### config.mk
export PLATFORM = sky130hd
export DESIGN_NAME = bridge_top
export DESIGN_NICKNAME = d
export VERILOG_FILES = /design/src/hdl/audio_pkg.sv /design/src/hdl/frame_timing_if.sv /design/src/hdl/bridge_top.sv /design/src/hdl/stereo_serializer.sv /design/src/hdl/i2s_capture.sv /design/src/hdl/frame_timer.sv
export SDC_FILE = /design/constraint.sdc
export NUM_CORES = 1
export LEC_CHECK = 0
export BUFFER_PORTS_ARGS = -buffer_cell sky130_fd_sc_hd__buf_4
export CAP_MARGIN = 20
export CORE_MARGIN = 3
export CORE_UTILIZATION = 55
export CTS_BUF_LIST = sky130_fd_sc_hd__clkbuf_4 sky130_fd_sc_hd__clkbuf_8
export DETAILED_ROUTE_END_ITERATION = 8
export PLACE_DENSITY = 0.77
export SLEW_MARGIN = 20
export SYNTH_ARGS = -nofsm -noshare
export SYNTH_HDL_FRONTEND = slang
export SYNTH_SLANG_ARGS = --single-unit
### constraint.sdc
create_clock -name bck -period 5.7 [get_ports bck]
set_input_delay 0.57 -clock bck [delete_from_list [all_inputs] [get_ports bck]]
set_output_delay 0.57 -clock bck [all_outputs]
set_load 0.01 [all_outputs]
### src/hdl/audio_pkg.sv
/* frame format is fixed at 32-bit stereo words, 64 bck slots per frame
   DSD mode reuses the same pair as two raw 32-bit lane words */
package audio_pkg;

    // bits per channel word
    localparam int SAMPLE_W = 32;

    // slot counter width and frame length in bck cycles
    localparam int SLOT_W = 6;
    localparam int FRAME_SLOTS = 64;

    typedef logic [SAMPLE_W-1:0] sample_t;
    typedef logic [SLOT_W-1:0] slot_t;

    // left sits in the upper half, so it leaves the shift register first
    typedef struct packed {
        sample_t left;
        sample_t right;
    } stereo_t;

    typedef enum logic {
        MODE_PCM = 1'b0,
        MODE_DSD = 1'b1
    } out_mode_e;

    // sent until the first captured pair arrives
    localparam sample_t DSD_IDLE_WORD = 32'hAAAA_AAAA;
    localparam sample_t PCM_IDLE_WORD = 32'h0000_0000;

    // slot during which a completed pair is presented
    localparam slot_t CAPTURE_SLOT = 6'd1;

endpackage
### src/hdl/frame_timing_if.sv
/* frame timing as seen by the datapath, all signals change on bck rising edges
   slot and frame_lrck hold 0 while running is low */
`timescale 1ns/1ps

interface frame_timing_if;

    // position inside the 64-slot frame
    audio_pkg::slot_t slot;

    // high from start until stop
    logic running;

    // locked output format
    audio_pkg::out_mode_e mode;

    // low for the left half, high for the right half
    logic frame_lrck;

    modport timer (
        output slot,
        output running,
        output mode,
        output frame_lrck
    );

    modport follower (
        input slot,
        input running,
        input mode,
        input frame_lrck
    );

endinterface

### src/hdl/bridge_top.sv
/* PCM/DSD bridge in master mode, everything on bck
   host must drive sdata_i to lrck_o with the left MSB one slot after lrck falls */
`timescale 1ns/1ps

module bridge_top (
    input  logic bck,
    input  logic reset_n,
    input  logic start_i,
    input  logic use_dsd_i,
    input  logic sdata_i,
    output logic lrck_o,
    output logic active_o,
    output logic out_clk_o,
    output logic out_lrck_dsd1_o,
    output logic out_data_dsd2_o
);

    // captured pair and its one-cycle strobe
    audio_pkg::stereo_t pair;
    logic pair_valid;

    frame_timing_if u_tmg ();

    frame_timer u_frame_timer (
        .bck(bck),
        .reset_n(reset_n),
        .start_i(start_i),
        .use_dsd_i(use_dsd_i),
        .active_o(active_o),
        .lrck_o(lrck_o),
        .tmg(u_tmg.timer)
    );

    i2s_capture u_i2s_capture (
        .bck(bck),
        .reset_n(reset_n),
        .tmg(u_tmg.follower),
        .sdata_i(sdata_i),
        .pair_o(pair),
        .pair_valid_o(pair_valid)
    );

    // no back-pressure, the serializer keeps only the newest pair
    stereo_serializer u_stereo_serializer (
        .bck(bck),
        .reset_n(reset_n),
        .tmg(u_tmg.follower),
        .pair_i(pair),
        .pair_valid_i(pair_valid),
        .out_clk_o(out_clk_o),
        .out_lrck_dsd1_o(out_lrck_dsd1_o),
        .out_data_dsd2_o(out_data_dsd2_o)
    );

endmodule

### src/hdl/stereo_serializer.sv
/* output stage for the latest captured pair, PCM as I2S on bck or DSD on two lanes
   at bck/2; all outputs are registered and fall to 0 one cycle after stop */
`timescale 1ns/1ps

module stereo_serializer (
    input  logic bck,
    input  logic reset_n,
    frame_timing_if.follower tmg,
    input  audio_pkg::stereo_t pair_i,
    input  logic pair_valid_i,
    output logic out_clk_o,
    output logic out_lrck_dsd1_o,
    output logic out_data_dsd2_o
);

    logic is_dsd;
    logic load_now;
    logic have_pair_q;
    logic loaded_q;
    logic lrck_d1_q;
    logic dclk_q;
    logic lane1_q;
    logic lane2_q;
    audio_pkg::sample_t idle_word;
    audio_pkg::stereo_t src_pair;
    audio_pkg::stereo_t latest_q;
    audio_pkg::sample_t left_q;
    audio_pkg::sample_t right_q;

    assign is_dsd = (tmg.mode == audio_pkg::MODE_DSD);
    assign load_now = (tmg.slot == audio_pkg::CAPTURE_SLOT);
    assign idle_word = is_dsd ? audio_pkg::DSD_IDLE_WORD : audio_pkg::PCM_IDLE_WORD;

    // fresh pair first, else the last one, else the idle pattern
    always_comb begin
        if (pair_valid_i) begin
            src_pair = pair_i;
        end else if (have_pair_q) begin
            src_pair = latest_q;
        end else begin
            src_pair = {idle_word, idle_word};
        end
    end

    always_ff @(posedge bck) begin
        if (pair_valid_i) begin
            latest_q <= pair_i;
        end
        if (!tmg.running) begin
            left_q <= '0;
            right_q <= '0;
        end else if (is_dsd) begin
            // lane MSBs go straight to the outputs on the load edge
            if (load_now) begin
                left_q <= {src_pair.left[audio_pkg::SAMPLE_W-2:0], 1'b0};
                right_q <= {src_pair.right[audio_pkg::SAMPLE_W-2:0], 1'b0};
            end else if (tmg.slot[0]) begin
                left_q <= {left_q[audio_pkg::SAMPLE_W-2:0], 1'b0};
                right_q <= {right_q[audio_pkg::SAMPLE_W-2:0], 1'b0};
            end
        end else if (load_now) begin
            left_q <= src_pair.left;
            right_q <= src_pair.right;
        end else begin
            {left_q, right_q} <= {left_q[audio_pkg::SAMPLE_W-2:0], right_q, 1'b0};
        end
    end

    always_ff @(posedge bck or negedge reset_n) begin
        if (!reset_n) begin
            {have_pair_q, loaded_q, lrck_d1_q} <= 3'b000;
            {dclk_q, lane1_q, lane2_q} <= 3'b000;
        end else if (!tmg.running) begin
            {have_pair_q, loaded_q, lrck_d1_q} <= 3'b000;
            {dclk_q, lane1_q, lane2_q} <= 3'b000;
        end else begin
            lrck_d1_q <= tmg.frame_lrck;
            if (pair_valid_i) begin
                have_pair_q <= 1'b1;
            end
            if (load_now) begin
                loaded_q <= 1'b1;
            end
            if (is_dsd) begin
                // high in odd slots once the first word is loaded
                dclk_q <= loaded_q && !tmg.slot[0];
                if (load_now) begin
                    lane1_q <= src_pair.left[audio_pkg::SAMPLE_W-1];
                    lane2_q <= src_pair.right[audio_pkg::SAMPLE_W-1];
                end else if (tmg.slot[0]) begin
                    lane1_q <= left_q[audio_pkg::SAMPLE_W-1];
                    lane2_q <= right_q[audio_pkg::SAMPLE_W-1];
                end
            end else begin
                // lrck two cycles behind the master, data one more bit behind it
                dclk_q <= 1'b0;
                lane1_q <= lrck_d1_q;
                lane2_q <= left_q[audio_pkg::SAMPLE_W-1];
            end
        end
    end

    assign out_clk_o = dclk_q;
    assign out_lrck_dsd1_o = lane1_q;
    assign out_data_dsd2_o = lane2_q;

    pcm_no_clk_a : assert property (
        @(posedge bck) disable iff (!reset_n)
        tmg.running && !is_dsd |-> !out_clk_o
    );

    stopped_quiet_a : assert property (
        @(posedge bck) disable iff (!reset_n)
        !tmg.running && !$past(tmg.running) |-> !out_clk_o && !out_lrck_dsd1_o && !out_data_dsd2_o
    );

endmodule

### src/hdl/i2s_capture.sv
/* I2S receiver locked to the master frame, left MSB expected in slot 1
   the frame that is cut short by start is dropped, no partial pair is shown */
`timescale 1ns/1ps

module i2s_capture (
    input  logic bck,
    input  logic reset_n,
    frame_timing_if.follower tmg,
    input  logic sdata_i,
    output audio_pkg::stereo_t pair_o,
    output logic pair_valid_o
);

    // the right LSB arrives in the slot just before the capture slot
    localparam audio_pkg::slot_t done_slot = audio_pkg::slot_t'(audio_pkg::CAPTURE_SLOT - 1);

    logic [2*audio_pkg::SAMPLE_W-2:0] shift_q;
    logic seen_frame_q;
    logic valid_q;
    logic frame_done;

    assign frame_done = tmg.running && (tmg.slot == done_slot);

    // serial data path, one bit per running cycle
    always_ff @(posedge bck) begin
        if (tmg.running) begin
            shift_q <= {shift_q[2*audio_pkg::SAMPLE_W-3:0], sdata_i};
        end
        if (frame_done) begin
            pair_o <= audio_pkg::stereo_t'({shift_q, sdata_i});
        end
    end

    always_ff @(posedge bck or negedge reset_n) begin
        if (!reset_n) begin
            seen_frame_q <= 1'b0;
            valid_q <= 1'b0;
        end else if (!tmg.running) begin
            seen_frame_q <= 1'b0;
            valid_q <= 1'b0;
        end else begin
            // first slot 0 after start closes no complete frame
            valid_q <= frame_done && seen_frame_q;
            if (frame_done) begin
                seen_frame_q <= 1'b1;
            end
        end
    end

    // a stop on the completing edge kills the pending strobe
    assign pair_valid_o = valid_q && tmg.running;

    valid_slot_a : assert property (
        @(posedge bck) disable iff (!reset_n)
        pair_valid_o |-> tmg.slot == audio_pkg::CAPTURE_SLOT
    );

endmodule

### src/hdl/frame_timer.sv
/* master-mode frame timer, start_i must stay high for the whole run
   use_dsd_i is sampled once at start and ignored until the next stop */
`timescale 1ns/1ps

module frame_timer (
    input  logic bck,
    input  logic reset_n,
    input  logic start_i,
    input  logic use_dsd_i,
    output logic active_o,
    output logic lrck_o,
    frame_timing_if.timer tmg
);

    localparam audio_pkg::slot_t last_slot = audio_pkg::slot_t'(audio_pkg::FRAME_SLOTS - 1);

    logic running_q;
    audio_pkg::out_mode_e mode_q;
    audio_pkg::slot_t slot_q;

    always_ff @(posedge bck or negedge reset_n) begin
        if (!reset_n) begin
            running_q <= 1'b0;
            mode_q <= audio_pkg::MODE_PCM;
            slot_q <= '0;
        end else if (!running_q) begin
            // counter waits at slot 0 so the first running cycle is slot 0
            slot_q <= '0;
            if (start_i) begin
                running_q <= 1'b1;
                mode_q <= use_dsd_i ? audio_pkg::MODE_DSD : audio_pkg::MODE_PCM;
            end
        end else if (!start_i) begin
            // synchronous stop
            running_q <= 1'b0;
            mode_q <= audio_pkg::MODE_PCM;
            slot_q <= '0;
        end else if (slot_q == last_slot) begin
            slot_q <= '0;
        end else begin
            slot_q <= slot_q + 1'b1;
        end
    end

    // left half is slots 0..31, right half 32..63
    assign lrck_o = slot_q[audio_pkg::SLOT_W-1];
    assign active_o = running_q;

    assign tmg.slot = slot_q;
    assign tmg.running = running_q;
    assign tmg.mode = mode_q;
    assign tmg.frame_lrck = slot_q[audio_pkg::SLOT_W-1];

    // the format must not switch in the middle of a run
    mode_locked_a : assert property (
        @(posedge bck) disable iff (!reset_n)
        running_q && $past(running_q) |-> $stable(mode_q)
    );

    // host word clock is quiet whenever the bridge is stopped
    lrck_idle_a : assert property (
        @(posedge bck) disable iff (!reset_n)
        !running_q |-> !lrck_o && (slot_q == '0)
    );

endmodule

; ---- Yosys cells after proc, flatten, opt, wreduce, memory -nomap -nowiden
; Index checks and enable logic that the tools add are counted.
[op_classes]
n_addsub = 1
multipliers = 0
n_div = 0
magnitude_cmp = 0
n_eq_ne = 8
shifts = 0
n_mux = 37
n_bitwise = 0
n_reduce_logical = 8
[op_table]
columns = op, count
row1 = $mux W32, 9
row2 = $mux W64, 2
row3 = $mux W1, 23
row4 = $mux W6, 3
row5 = $add A6 B1 Y6 const B, 1
row6 = $eq A6 B1 Y1 const B, 1
row7 = $eq A6 B6 Y1 const B, 1
row8 = $logic_not A6 Y1, 1
row9 = $logic_and A1 B1 Y1, 4
row10 = $ne A2 B1 Y1 const B, 2
row11 = $ne A2 B2 Y1 const B, 2
row12 = $ne A4 B3 Y1 const B, 1
row13 = $ne A3 B2 Y1 const B, 1
row14 = $reduce_and A2 Y1, 1
row15 = $reduce_bool A2 Y1, 1
row16 = $logic_not A1 Y1, 1
[word_totals]
regBits = 271
latchBits = 0
mem_bits_rw = 0
rom_bits = 0
in_bits = 5
out_inout_bits = 5
n_memories = 0

; ---- Logic depth before layout (Yosys ltp)
[logic_depth]
ltp_word = 6
ltp_mapped = 7

; ---- Hierarchy
; Synthesis repeated with hierarchy kept, for this count alone.
[hier_totals]
cells_unflattened = 959
hier_area_um2 = 11308.3
[by_module_without_submodules]
columns = mod, n_inst, cells_each, area_each_um2, seq_area_each_um2
row1 = stereo_serializer, 1, 786, 7021.7, 3353.2
row2 = i2s_capture, 1, 137, 3916.3, 3863.7
row3 = frame_timer, 1, 36, 370.4, 200.2

; ---- Least setup slack after synthesis
; No wires, ideal clock.
[synth_path]
path_kind = register to register
startpoint = reg u_frame_timer.running_q (netlist: u_frame_timer.active_o)
endpoint = reg u_stereo_serializer.right_q[31]
arrival_time_ns = 5.002
slack_ns = 0.575
stages_incl_launch_ff = 8
path_buffers = 3
cell_sequence = dfrtp_1 -> clkbuf_1 -> and2_1 -> clkbuf_1 -> clkbuf_1 -> o21ai_0 -> a22oi_2 -> a21oi_1
[synth_between]
elab_chain_cells = 4
[synth_rtl]
columns = item, line_no
row1 = from (decl), frame_timer.sv:17  ; logic running_q;
row2 = from (signal assigned), frame_timer.sv:23  ; running_q <= 1'b0;
row3 = from (signal assigned), frame_timer.sv:30  ; running_q <= 1'b1;
row4 = from (signal assigned), frame_timer.sv:35  ; running_q <= 1'b0;
row5 = $logic_and A1 B1 Y1 (*), i2s_capture.sv:51  ; assign pair_valid_o = valid_q && tmg.running;
row6 = net pair_valid, bridge_top.sv:20  ; logic pair_valid;
row7 = $mux W64 (*), stereo_serializer.sv:36  ; if (pair_valid_i) begin
row8 = "$mux W32, on equally long branches", "stereo_serializer.sv:61, stereo_serializer.sv:54"
row9 = $mux W32 (*), stereo_serializer.sv:52  ; end else if (is_dsd) begin
row10 = to (signal assigned), stereo_serializer.sv:56  ; right_q <= {src_pair.right[audio_pkg::SAMPLE_W-2:0], 1'b0};
row11 = to (signal assigned), stereo_serializer.sv:63  ; right_q <= src_pair.right;
row12 = to (signal assigned), stereo_serializer.sv:65  ; {left_q, right_q} <= {left_q[audio_pkg::SAMPLE_W-2:0], right_q, 1'b0};
row13 = to (decl), stereo_serializer.sv:28  ; audio_pkg::sample_t right_q;
; Mark *: on every way through the listed nets, which the timed path passes. The rest lies on a longest branch.
; A chain may end at the register's enable or synchronous reset.

; ---- Worst setup path after layout
[layout_path]
startpoint = reg u_frame_timer.running_q (netlist: u_frame_timer.active_o)
endpoint = out active_o
[layout_rtl]
columns = item, line_no
row1 = to (decl), bridge_top.sv:12  ; output logic active_o,
; No word-level cell between the ends.

==> impl_summary.txt <==
----------------------------------------------------
[Logic synthesis]
  Count of distinct cell types in the synthesized netlist ... 39
  Total nets after synthesis ... 859
  Cell area after synthesis ... 0.01082 mm2
  Primary FF master, synth ... edfxtp_1
  YS warnings ... 0
  Share of async-settable or async-resettable flops after synthesis ... 5.904%
  Post-synthesis sequential area ratio ... 68.57%
  Seq cells post-synth ... 271
  Cell count after synthesis ... 851
  Post-synth EDFFs ... 191
  Post-synthesis area per instance ... 12.71 um2

[Timing]
  Worst Slack Setup Final ... 1.955 ns
  Worst-Margin Slew ... 1.095 ns
  Hold violation count in the final report ... 0
  Rel. slew slack ... 27.02%
  Final setup violation count ... 0
  Final worst hold slack ... 0.1952 ns
  Unrepaired setup endpoints after global routing ... no
  Max-slew violation count ... 0
  Min Clock Period, post-route ... 3.745 ns
  Highest achievable clock rate ... 267.0 MHz
  Clock Skew ... 0.01554 ns
  Post-route clock period utilization ... 65.70%
  Total negative setup slack ... 0 ns

[Worst setup path]
  Critical path peak fanout ... 76
  Register-to-register setup slack ... 2.53 ns
  Endpoint of the most critical register-to-register path ... u_stereo_serializer.right_q[23]
  Worst setup path startpoint ... u_frame_timer.active_o
  CP Class ... flip-flop to output port
  Worst r2r path cells ... 5
  Kind of start point of the critical path ... flip-flop
  Required time at the worst-slack endpoint ... 5.13 ns
  CP Data Arrival Time ... 3.18 ns
  R2r startpoint ... u_frame_timer.active_o
  CP endpoint kind ... output port

[Global routing]
  Vias in the first global route ... 6,820
  Grt ovf ... 0
  Largest net degree at the start of global routing ... 99
  Initial antenna violation count ... 0
  Overall Global Routing Usage ... 19.49%
  Global-route wire length before repair ... 34,710 um

[Detailed routing]
  Wire length per cell after detailed routing ... 18.42 um
  Per-cell via count in the routed design ... 6.071
  Met3 Routed Length ... 1524 um
  Met1 WL ... 9396 um
  Number of DRC violations after detailed routing ... 0
  Vias after detailed routing ... 6,884
  Starting DRC count in detailed routing ... 650
  DR WL met2 ... 9551 um
  Initial DRT Pass Iterations ... 6
  Top routing layer used ... met4
  Number of nets with antenna violations after routing ... 0
  Final routed wirelength across all metal layers ... 20,890 um

[Clock tree]
  TritonCTS Sinks ... 271
  CTS tree ... built
  Clk_lat worst skew ... 0.55 ns
  Number of clock buffers inserted by TritonCTS ... 42
  Maximum count of clock buffers along a single path ... 3
  Post CTS Setup Buffer Count ... 0
  Clock-pin slew reported for the worst setup and hold paths after clock tree synthesis ... 0.06 ns
  Root buffer selected by CTS ... clkbuf_8
  Maximum level of the CTS H-tree ... 2

[Layout]
  P&R area growth vs syn ... 9.520%
  Final instance area ... 0.01185 mm2
  Antenna diode instance count ... 0
  Share of cells above drive strength 1 ... 13.62%
  Net count of the finished layout ... 848
  Final standard cell count with taps included and fillers excluded ... 1,134

[Die]
  Vert. Die Dim ... 146.2 um
  Number of top-level design ports ... 10
  Core footprint ... 0.01902 mm2
  Total number of placement rows ... 50
  Width of the die ... 146.2 um
  Initial Util ... 56.88%
  Area of the die ... 0.02138 mm2

[Place]
  Worst slack at placement ... 2.493 ns
  Routability congestion estimate ... 0.7241
  Instance area after placement ... 0.01097 mm2
  Count of buffers inserted at the top-level ports ... 9
  Post-detailed-placement half-perimeter wirelength ... 10,420 um
  Total placed cells including tap cells ... 1,054

[Power]
  Leak Pwr ... 0.003808 uW
  Peak supply drop ... 0.2670 mV
  Pwr per Cell Area ... 361.9 mW/mm2

[Job]
  MaxCap Viol Count ... 0

[Hold path]
  Worst hold path depth ... 1
  Hold Crit Endpoint ... u_frame_timer.active_o
  Worst min-delay path class ... primary input to flip-flop
  Worst Min Path Start ... start_i

[Run status]
  Status ... complete, no violations

----------------------------------------------------
stage by stage:
stage / utilization, % / power, uW
floorplan: - / 2608
global placement: 57.68 / 2688
detailed placement: 57.68 / 2701
CTS: 62.21 / 4331
global route: 62.29 / 4470
finish: 62.29 / 4287
report_power, final:
group / leakage (uW) / switching, uW / total [uW] / internal (uW)
clock network: 0.000453 / 715 / 1620 / 903
registers: 0.00255 / 75.3 / 2320 / 2250
logic: 0.000806 / 231 / 347 / 116
synthesized netlist by cell type (11+ instances only):
| library cell | number | area [um2] |
|---|---|---|
| a22oi_1 | 54 | 405.4 |
| dfrtp_1 | 16 | 400.4 |
| nand3_1 | 67 | 335.3 |
| o211ai_1 | 32 | 240.2 |
| edfxtp_1 | 191 | 5736 |
| o21ai_1 | 11 | 55.05 |
| clkbuf_1 | 57 | 214.0 |
| nand2_1 | 40 | 150.1 |
| buf_2 | 12 | 60.06 |
| a21oi_1 | 83 | 415.4 |
| dfxtp_1 | 64 | 1281 |
| o21ai_0 | 120 | 600.6 |
| mux2i_1 | 34 | 340.3 |
critical path, stage by stage (launching register included):
cell	delay (ns)
dfrtp_4	0.95
buf_4	0.74
buf_4	0.64
buf_4	0.23
state kept, by name, summed over array words and instances (netlist names), 6 cells and up:
signal,count
u_frame_timer.tmg.slot,6
u_i2s_capture.pair_o,64
u_i2s_capture.shift_q,63
u_stereo_serializer.latest_q,64
u_stereo_serializer.left_q,32
u_stereo_serializer.right_q,32
logic make-up after synthesis:
logic type,synth area share (%)
flip-flops,68.57
XOR/XNOR,0.4049
adder cells (fa/ha/maj),0.3471
AO/OA/AOI/OAI,18.37
buffers and inverters,3.436
AND/OR/NAND/NOR,5.726
multiplexers,3.146
per-layer routing:
layer | vias to the layer above | track usage [%]
met3 | 41 | 3.942
li1 | 3243 | -
met4 | 0 | 7.949
met1 | 3306 | 27.91
met2 | 294 | 29.52
met5 | - | 0
worst max path at each step:
stage,endpoint,slack (ns),depth (start not counted)
2_1_floorplan,u_stereo_serializer.right_q[31],0.57,7
3_5_place_dp,active_o,2.49,3
3_3_place_gp,active_o,2.53,3
5_1_grt,active_o,1.73,3
4_1_cts,active_o,1.91,3
6_report,active_o,1.95,3
final cells by class:
type	instances	area, um2
Multi-Input combinational cell	498	3048
Fill cell	1456	7172
Clock inverter	19	138.9
Tap cell	260	325.3
Timing Repair Buffer	23	182.7
Clock buffer	59	711.9
Sequential cell	271	7425
Inverter	4	15.01
layout by cell type, fill, tap and decap left out, types with 3 or more instances in the layout:
cell,n
nor2_1,7
mux2i_1,34
a21oi_2,9
dfxtp_1,64
ha_1,3
a21oi_1,83
nand3b_1,3
nand3_1,67
buf_4,21
clkbuf_8,43
a22oi_1,54
dfrtp_2,3
o211ai_1,32
inv_1,4
a22oi_2,9
clkinv_2,4
clkinv_1,11
edfxtp_1,191
o21ai_1,11
nand2_1,39
o21ai_0,120
dfrtp_1,12
xnor2_1,3
clkbuf_4,16
repair_timing:
item / 4_1_cts / 5_1_grt
resized for setup: 0 / 0
hold endpoints to repair: 16 / 0
hold buffers: 1 / 0
Power figures use the tool's default switching activity.
